File: src/rv_pkg.sv
package rv_pkg;

    localparam int xlen = 32;           // Data and address width
    localparam int imem_words = 64;     // Instruction memory depth
    localparam int dmem_words = 64;     // Data memory depth

    // Control and status register in the 12-bit APB space
    localparam logic [11:0] ctrl_addr = 12'h100;

    // Major opcodes, RV32I encoding
    typedef enum logic [6:0] {
        OP_R     = 7'b0110011,  // Register-register
        OP_IMM   = 7'b0010011,  // Register-immediate
        OP_LOAD  = 7'b0000011,  // LW
        OP_STORE = 7'b0100011   // SW
    } opcode_e;

    // ALU operations
    typedef enum logic [3:0] {
        ALU_ADD  = 4'd0,
        ALU_SUB  = 4'd1,
        ALU_SLL  = 4'd2,
        ALU_SLT  = 4'd3,
        ALU_SLTU = 4'd4,
        ALU_XOR  = 4'd5,
        ALU_SRL  = 4'd6,
        ALU_SRA  = 4'd7,
        ALU_OR   = 4'd8,
        ALU_AND  = 4'd9
    } alu_op_e;

endpackage

File: src/apb_loader.sv
`timescale 1ns/100ps

module apb_loader (
    input  logic                                    CLK,
    input  logic                                    RST,
    input  logic                                    psel,
    input  logic                                    penable,
    input  logic                                    pwrite,
    input  logic [11:0]                             paddr,
    input  logic [rv_pkg::xlen-1:0]                 pwdata,
    output logic [rv_pkg::xlen-1:0]                 prdata,
    output logic                                    pslverr,
    input  logic [rv_pkg::xlen-1:0]                 pc,
    input  logic [rv_pkg::xlen-1:0]                 load_rdata,
    output logic                                    run,
    output logic                                    load_we,
    output logic [$clog2(rv_pkg::imem_words)-1:0]   load_addr,
    output logic [rv_pkg::xlen-1:0]                 load_data
);

    localparam int imem_aw = $clog2(rv_pkg::imem_words);

    logic access;   // Access phase, completes this cycle
    logic is_imem;  // Instruction word window
    logic is_ctrl;

    assign access  = psel & penable;
    assign is_imem = (paddr < rv_pkg::ctrl_addr);
    assign is_ctrl = (paddr == rv_pkg::ctrl_addr);

    // Load port into instruction memory, only while stopped
    assign load_we   = access & pwrite & is_imem & ~run;
    assign load_addr = paddr[imem_aw+1:2];  // Byte address to word index
    assign load_data = pwdata;

    always_ff @(posedge CLK) begin
        if (RST) begin
            run <= 1'b0;
        end else if (access && pwrite && is_ctrl) begin
            run <= pwdata[0];
        end
    end

    always_comb begin
        prdata = '0;
        if (access && !pwrite) begin
            if (is_ctrl) begin
                prdata = {pc[rv_pkg::xlen-1:2], 1'b0, run};  // Status word
            end else if (is_imem) begin
                prdata = load_rdata;
            end
        end
    end

    // Refused load during run, or an unmapped address
    assign pslverr = access & ((is_imem & pwrite & run) | (~is_imem & ~is_ctrl));

endmodule

File: config.mk
export PLATFORM = sky130hd
export DESIGN_NAME = apb_loader
export DESIGN_NICKNAME = d
export VERILOG_FILES = /design/src/rv_pkg.sv /design/src/apb_loader.sv
export SDC_FILE = /design/constraint.sdc
export NUM_CORES = 1
export LEC_CHECK = 0
export ABC_AREA = 1
export BUFFER_PORTS_ARGS = -buffer_cell sky130_fd_sc_hd__buf_4
export CORE_MARGIN = 5
export CORE_UTILIZATION = 29
export CTS_CLUSTER_DIAMETER = 120
export CTS_CLUSTER_SIZE = 20
export DETAILED_ROUTE_END_ITERATION = 8
export PLACE_DENSITY = 0.88
export RECOVER_POWER = 100
export SLEW_MARGIN = 20
export SYNTH_ARGS = -nofsm -noshare
export SYNTH_HDL_FRONTEND = slang
export SYNTH_SLANG_ARGS = --single-unit
File: constraint.sdc
create_clock -name CLK -period 0.95 [get_ports CLK]
set_input_delay 0.0475 -clock CLK [delete_from_list [all_inputs] [get_ports CLK]]
set_output_delay 0.0475 -clock CLK [all_outputs]
set_load 0.005 [all_outputs]
==> results of run 1 <==
## final timing paths
check / from / endpoint / slack [ns]
min: pwdata[17] / load_data[17] / 0.1
min reg2reg: run / run / 0.59
max reg2reg: run / run / 0.25
max: paddr[11] / prdata[18] / -0.18
## metal layers
| layer | wire, um | track usage (%) | vias up |
|---|---|---|---|
| li1 | - | - | 787 |
| met1 | 1538 | 14.95 | 745 |
| met2 | 2412 | 29.23 | 78 |
| met3 | 540 | 3.108 | 14 |
| met4 | 73 | 2.616 | 0 |
| met5 | 0 | 0 | - |
## power breakdown
part | switching (W) | total [W] | leakage [nW] | internal, W
combinational | 0.000173 | 0.000491 | 1.11 | 0.000318
sequential | 0.00000000393 | 0.0000429 | 0.00805 | 0.0000429
clock | 0 | 0 | 0 | 0
## cell type report
| cell class | instances | area (sq um) | share of cell area (%) |
|---|---|---|---|
| sequential | 1 | 20.02 | 0.9302 |
| tap | 50 | 62.56 | 2.907 |
| multi-input combinational | 125 | 795.8 | 36.98 |
| timing repair buffer | 142 | 1224 | 56.86 |
| inverter | 9 | 50.05 | 2.326 |
## cell usage in the layout (no fill, tap or decap), types with 2 or more instances in the layout
master	n
nand3_1	13
buf_12	7
buf_4	118
inv_2	2
clkbuf_16	2
nor2_1	7
nand4_1	32
buf_6	5
nand3_2	20
nor2_4	7
inv_1	6
nand2_1	36
clkbuf_4	8
nand2_2	4
## stage by stage
step	instances	worst slack [ns]	power, W
finish	327	-0.1845	0.0005343
global route	327	-0.2493	0.0005715
CTS	323	-0.1953	0.0005060
detailed placement	322	-0.2835	0.0004841
global placement	322	-0.2325	0.0004747
floorplan	188	0.1328	0.0002554
## synthesized netlist by cell type
master	number	area [sq um]
buf_12	2	40.04
inv_6	1	8.760
buf_6	1	11.26
nor2_4	4	45.04
buf_4	38	285.3
nand2_4	1	11.26
nand4_1	32	200.2
nand3_2	20	200.2
buf_2	12	60.06
nand2_2	1	6.260
inv_2	1	3.750
nor4_1	1	6.260
nand2_1	40	150.1
and2_1	1	6.260
nor2_1	11	41.29
dfxtp_1	1	20.02
inv_1	7	26.28
nand3_1	13	65.06
a21oi_1	1	5.000
## logic make-up (layout without fill, tap and decap cells)
| kind of cell | after synthesis | after routing | synth area share [%] |
|---|---|---|---|
| AND/OR/NAND/NOR | 124 | 124 | 61.38 |
| AO/OA/AOI/OAI | 1 | 1 | 0.4193 |
| flip-flops | 1 | 1 | 1.679 |
| buffers and inverters | 62 | 151 | 36.52 |
## critical path: cells and delay by family
| kind | cells | cell delay [ns] |
|---|---|---|
| and+or+nand+nor | 6 | 0.64 |
| buffers and inverters | 3 | 0.40 |
## what timing repair did
action,CTS,global route
gates cloned,1,2
endpoints found under the setup margin,34,35
pin swaps,1,4
gates resized for setup,20,5
setup buffers,0,2
==> out/metrics.cfg, run 1 <==
[status]
outcome=finished with violations
violations=setup timing

[power]
ir_drop_mv=0.2376
power_density_nw_per_um2=248.3
leakage_nw=1.120

[grt]
grt_pass1_vias=1509
antenna_found_initial=0
grt_pass1_wl_um=6658
grt_max_degree=40
grtUsageTotal_pct=14.40
grt_overflow=0

[cts]
worst_skew_pair.late_latency_ns=0
cts_hold_buffers=0

[critical_path]
crit_path_start_kind=input port
crit_type=in -> out
cp.arrival_ns=1.09
slowest_delay_ns=0.18
crit_path_end_kind=output port
crit_required_ns=0.90
path_cells=buf_6 > nor2_4 > nand2_2 > nor2_4 > nand2_8 > buf_12 > nand4_1 > nand2_1 > buf_4
r2r_cells=4
crit_slowest_cell=buf_12
cpMostUsedCell=nor2_4
cp_max_fo=20

[detailed_routing]
firstDrtPassIters=4
drtIter0Drc=78
num_vias=1624
ant_nets=0
wl_per_cell_um=13.96
drt_wl_total_um=4565
viasPerCell=4.966
drc=0

[final_layout]
diodes=0
largest_register_ffs=1
fin_util_pct=53.80
area_delta_synth_final_pct=80.48
top_register=run
post-route-cell-area_sq_um=2152
fin_nets=392
fill_cells=389
reg_top3=run (1)
drive_gt1_share_pct=64.98

[logic_synthesis]
netlist_instances=188
ys_seq_elements=1
ys_warn_count=0
ys_seq_area_share_pct=1.679
synth_area_sq_um=1192
syn_area_per_cell_sq_um=6.343
synth_cell_types=19
syn-num-nets=301

[floorplanning]
die_x_um=74.12
io_pins=186
initial_core_util_pct=29.81
dieHeight_um=74.12
coreArea_sq_um=4000
dieArea_sq_um=5494
fp-row-count=23

[timing]
setup-violations-final=33
max_slew_margin_pct=84.87
timing.final.hold_violations=0
period_share_pct=119.4
fin_ws_ns=-0.1845
fin_crit_ns=1.135
hold_ws_ns=0.09500
rsz0062_at_grt=yes
slew_viol_final=0
skew_ns=0
worst_pin_slew_ns=0.2263
fmax_mhz=881.4
tns_ns=-5.163

[flow_run]
maxCapViolCount=0

[placement]
placed_cell_area_sq_um=1962
dp_hpwl_um=3503
gp_congestion=0.7977
io_buffers=121

[min_path]
hold_path_class=in -> out
worstHoldPathCells=0

Power figures use the tool's default switching activity.
==> run 2, diff against run 1 <==
- PLACE_DENSITY: 0.88 -> 0.81
==> out/metrics.cfg, run 2 (same netlist as run 1, synthesis figures left out) <==
[status]
outcome=finished with violations  ; unchanged
violations=setup timing  ; unchanged

[grt]
grt_overflow=0  ; unchanged
grtUsageTotal_pct=14.52  ; was 14.40%
grt_pass1_vias=1517  ; was 1509
antenna_found_initial=0  ; unchanged
grt_pass1_wl_um=6637  ; was 6658 um
grt_max_degree=39  ; was 40

[power]
power_density_nw_per_um2=232.0  ; was 248.3 nW/um^2
p_switching_w=0.0001749  ; was 0.0001730 W
ir_drop_mv=0.2911  ; was 0.2376 mV
p_int_w=0.0003552  ; was 0.0003613 W
p_comb_share_pct=91.9  ; was 92.0%
leakage_nw=1.170  ; was 1.120 nW
p_sw_share_pct=32.99  ; was 32.38%
clkPwrFrac_pct=0  ; about the same
seq_power_share_pct=8.1  ; was 8.0%

[timing]
tns_ns=-4.707  ; was -5.163 ns
fin_ws_ns=-0.1671  ; was -0.1845 ns
skew_ns=0  ; unchanged
timing.final.hold_violations=0  ; unchanged
slew_viol_final=0  ; unchanged
fmax_mhz=895.2  ; was 881.4 MHz
hold_ws_ns=0.09500  ; unchanged
max_slew_margin_pct=83.72  ; was 84.87%
fin_crit_ns=1.117  ; was 1.135 ns
worst_pin_slew_ns=0.2439  ; was 0.2263 ns
period_share_pct=117.6  ; was 119.4%
rsz0062_at_grt=yes  ; unchanged
setup-violations-final=34  ; was 33

[floorplanning]
dieArea_sq_um=5494  ; unchanged
die_x_um=74.12  ; unchanged
fp-row-count=23  ; unchanged
io_pins=186  ; unchanged
dieHeight_um=74.12  ; unchanged
initial_core_util_pct=29.81  ; unchanged
coreArea_sq_um=4000  ; unchanged

[final_layout]
fin_nets=398  ; was 392
reg_top3=run (1)  ; unchanged
drive_gt1_share_pct=69.61  ; was 64.98%
area_delta_synth_final_pct=91.61  ; was 80.48%
final_cell_mix=buf_4 (111), nand4_1 (32), nand2_1 (29)  ; was buf_4 (118), nand2_1 (36), nand4_1 (32)
top_register=run  ; unchanged
fill_cells=387  ; was 389
diodes=0  ; unchanged
post-route-cell-area_sq_um=2285  ; was 2152 sq um
fin_util_pct=57.12  ; was 53.80%
largest_register_ffs=1  ; unchanged
final_common_cell=buf_4  ; unchanged
fin_cells=333  ; was 327

[detailed_routing]
ant_nets=0  ; unchanged
firstDrtPassIters=4  ; unchanged
drc=0  ; unchanged
wl_per_cell_um=14.29  ; was 13.96 um
drtIter0Drc=52  ; was 78
viasPerCell=4.802  ; was 4.966
num_vias=1599  ; was 1624
drt_wl_total_um=4758  ; was 4565 um

[critical_path]
cp_max_fo=16  ; was 20
slowest_delay_ns=0.20  ; was 0.18 ns
crit_required_ns=0.90  ; about the same
cpLargestDelayFamily=simple AND/OR/NAND/NOR gates  ; unchanged
cp_num_buf_inv=3  ; unchanged
crit_path_end_kind=output port  ; unchanged
path_cells=buf_6 > nor2_4 > nand2_2 > nor2_4 > nand2_4 > clkbuf_16 > nand4_1 > nand2_1 > buf_4  ; was buf_6 > nor2_4 > nand2_2 > nor2_4 > nand2_8 > buf_12 > nand4_1 > nand2_1 > buf_4
crit_slowest_cell=clkbuf_16  ; was buf_12
cp.arrival_ns=1.07  ; was 1.09 ns
crit_type=in -> out  ; unchanged
cpMostUsedCell=nor2_4  ; unchanged
crit_path_start_kind=input port  ; unchanged

[flow_run]
maxCapViolCount=0  ; unchanged

[cts]
worst_skew_pair.late_latency_ns=0  ; about the same
cts_hold_buffers=0  ; unchanged

[placement]
io_buffers=121  ; unchanged
place_inst=328  ; was 322
gp_congestion=0.7605  ; was 0.7977
dp_hpwl_um=3538  ; was 3503 um
placed_cell_area_sq_um=2007  ; was 1962 sq um

[min_path]
hold_path_class=in -> out  ; unchanged

[run 2: cell count changes in the layout (fill, tap and decap cells not counted), moves of 2 or more]
cell,previous run,this run
nand3_2,20,24
nand2_1,36,29
nand2_2,4,12
nand3_1,13,9
clkbuf_4,8,6
buf_4,118,111
buf_6,5,19
[run 2: path summary, 6_finish.rpt]
kind,startpoint,endpoint,slack (ns),cells past startpoint
setup / recovery,paddr[10],prdata[31],-0.17,9
setup reg to reg,run,run,0.21,4
hold reg to reg,run,run,0.60,4
hold / removal,pwdata[13],load_data[13],0.1,0
[run 2: per-layer routing]
metal,routed length (um),part of all wire [%],GRT usage [%],vias to the layer above
met4,74,1.6,3.219,0
li1,-,-,-,808
met5,0,0,0,-
met1,1634,34,15.93,701
met3,516,11,2.703,12
met2,2533,53,28.44,78
[run 2: power groups by stage]
stage	combinational [W]	clock, W	sequential, W
after global placement	0.000430	0	0.0000429
after floorplan	0.000212	0	0.0000429
after global routing	0.000522	0	0.0000429
after detailed placement	0.000441	0	0.0000429
after CTS	0.000484	0	0.0000429
final	0.000487	0	0.0000429
[run 2: timing repair]
action                     CTS  global route
setup endpoints to repair   34            35
buffers inserted             2             0
pin swaps                    9            22
gates cloned                 1             2
resized for setup           24            26
[run 2: through the flow]
step,total power (W),setup slack (ns)
after floorplan,0.0002554,0.1328
after global placement,0.0004729,-0.1502
after detailed placement,0.0004834,-0.2124
after CTS,0.0005266,-0.1483
after global routing,0.0005648,-0.2297
final,0.0005301,-0.1671
[run 2: layout make-up]
type                            count  area (sq um)  area share, %
Tap cell                           50         62.56          2.738
Multi-Input combinational cell    125         828.3          36.25
Sequential cell                     1         20.02         0.8762
Inverter                            9         51.30          2.245
Timing Repair Buffer              148          1323          57.89
==> run 3, diff against run 2 <==
- CORE_MARGIN: 5 -> 8
- clock period: 0.95 -> 1.15 ns (I/O delays scaled with it)
==> out/metrics.cfg, run 3 (same netlist as run 1, synthesis figures left out) <==
[status]
outcome=completed  ; was finished with violations

[timing]
tns_ns=0  ; was -4.707 ns
fin_ws_ns=0.0007997  ; was -0.1671 ns
fmax_mhz=870.2
max_slew_margin_pct=84.97  ; was 83.72%
timing.final.hold_violations=0  ; unchanged
worst_pin_slew_ns=0.2234  ; was 0.2439 ns
fin_crit_ns=1.149
hold_ws_ns=0.1150  ; was 0.09500 ns
period_share_pct=99.93
setup-violations-final=0  ; was 34
skew_ns=0  ; unchanged
rsz0062_at_grt=yes  ; unchanged
slew_viol_final=0  ; unchanged

[floorplanning]
dieHeight_um=80.12  ; was 74.12 um
die_x_um=80.12  ; was 74.12 um
io_pins=186  ; unchanged
dieArea_sq_um=6419  ; was 5494 sq um
coreArea_sq_um=3971  ; was 4000 sq um
fp-row-count=23  ; unchanged
initial_core_util_pct=30.03  ; was 29.81%

[min_path]
worstHoldPathCells=0  ; unchanged
hold_path_class=in -> out  ; unchanged

[final_layout]
top_register=run  ; unchanged
area_delta_synth_final_pct=84.26  ; was 91.61%
reg_top3=run (1)  ; unchanged
largest_register_ffs=1  ; unchanged
final_common_cell=buf_4  ; unchanged
fin_nets=384  ; was 398
diodes=0  ; unchanged
post-route-cell-area_sq_um=2197  ; was 2285 sq um
final_cell_mix=buf_4 (89), nand4_1 (32), buf_6 (28)  ; was buf_4 (111), nand4_1 (32), nand2_1 (29)
drive_gt1_share_pct=71.00  ; was 69.61%

[grt]
antenna_found_initial=0  ; unchanged
grt_pass1_wl_um=6803  ; was 6637 um
grt_overflow=0  ; unchanged
grtUsageTotal_pct=12.42  ; was 14.52%
grt_max_degree=34  ; was 39
grt_pass1_vias=1545  ; was 1517

[detailed_routing]
highest_layer=met4  ; unchanged
met1_length_um=1823  ; was 1634 um
wl_per_cell_um=15.92  ; was 14.29 um
drc=0  ; unchanged
drtIter0Drc=30  ; was 52
drt_wl_total_um=5077  ; was 4758 um
ant_nets=0  ; unchanged
dr_wl_met3_um=485  ; was 516 um
routed-wl-met2_um=2644  ; was 2533 um
viasPerCell=5.041  ; was 4.802
num_vias=1608  ; was 1599
firstDrtPassIters=6  ; was 4

[placement]
dp_hpwl_um=3856  ; was 3538 um
gp_congestion=0.7609  ; was 0.7605
placed_cell_area_sq_um=1909  ; was 2007 sq um
place_ws_ns=-0.01428  ; was -0.2124 ns
io_buffers=121  ; unchanged

[critical_path]
crit_path_start_kind=input port  ; unchanged
cp.arrival_ns=1.09  ; was 1.07 ns
cp_max_fo=7  ; was 16
r2r_cells=4  ; unchanged
crit_required_ns=1.09  ; was 0.90 ns
crit_type=in -> out  ; unchanged
crit_path_end_kind=output port  ; unchanged

[power]
leakage_nw=1.077  ; was 1.170 nW
ir_drop_mv=0.2164  ; was 0.2911 mV
power_w=0.0003956  ; was 0.0005301 W
power_density_nw_per_um2=180.1  ; was 232.0 nW/um^2

[flow_run]
maxCapViolCount=0  ; unchanged

[cts]
worst_skew_pair.late_latency_ns=0  ; about the same

==> run 3: final cells by class <==
type / count / area (sq um)
Sequential cell: 1 / 20.02
Inverter: 9 / 41.29
Fill cell: 384 / 1774
Tap cell: 50 / 62.56
Timing Repair Buffer: 134 / 1214
Multi-Input combinational cell: 125 / 859.6
==> run 3: timing repair <==
action / in CTS / in global routing
setup buffers: 0 / 2
endpoints found under the setup margin: 8 / 33
hold buffers: 0 / 0
gates resized for setup: 1 / 63
pin swaps: 0 / 38
cloned: 0 / 2
==> run 3: metal layers <==
| metal | track usage, % | vias to the layer above |
|---|---|---|
| met5 | 0 | - |
| met4 | 2.909 | 0 |
| met3 | 3.460 | 16 |
| met2 | 24.49 | 95 |
| met1 | 12.31 | 729 |
| li1 | - | 768 |
==> run 3: worst max-delay path: stages <==
cell and delay [ns]:
buf_6 0.10, nor2_4 0.13, nand2_2 0.08, nor2_4 0.14, nand2_4 0.10, inv_8 0.10
clkbuf_16 0.15, nand3_2 0.07, nand2_2 0.07, buf_6 0.09
==> run 3: power by group <==
part	internal, W	leakage (nW)	switching [W]
clock	0	0	0
combinational	0.000224	1.07	0.000137
sequential	0.0000354	0.00805	0.00000000319
total	0.000259	1.08	0.000137
==> run 3: worst paths after layout <==
path	from	to	slack [ns]
worst min register to register	run	run	0.59
worst max register to register	run	run	0.43
worst min-delay path	pwdata[20]	load_data[20]	0.12
worst max-delay path	paddr[10]	prdata[14]	0.0008
==> run 3: metrics by stage <==
stage | std cells | utilization (%)
3_5_place_dp | 315 | 48.08
2_1_floorplan | 188 | -
4_1_cts | 315 | 48.14
5_1_grt | 319 | 55.32
3_3_place_gp | 315 | 48.08
6_report | 319 | 55.32
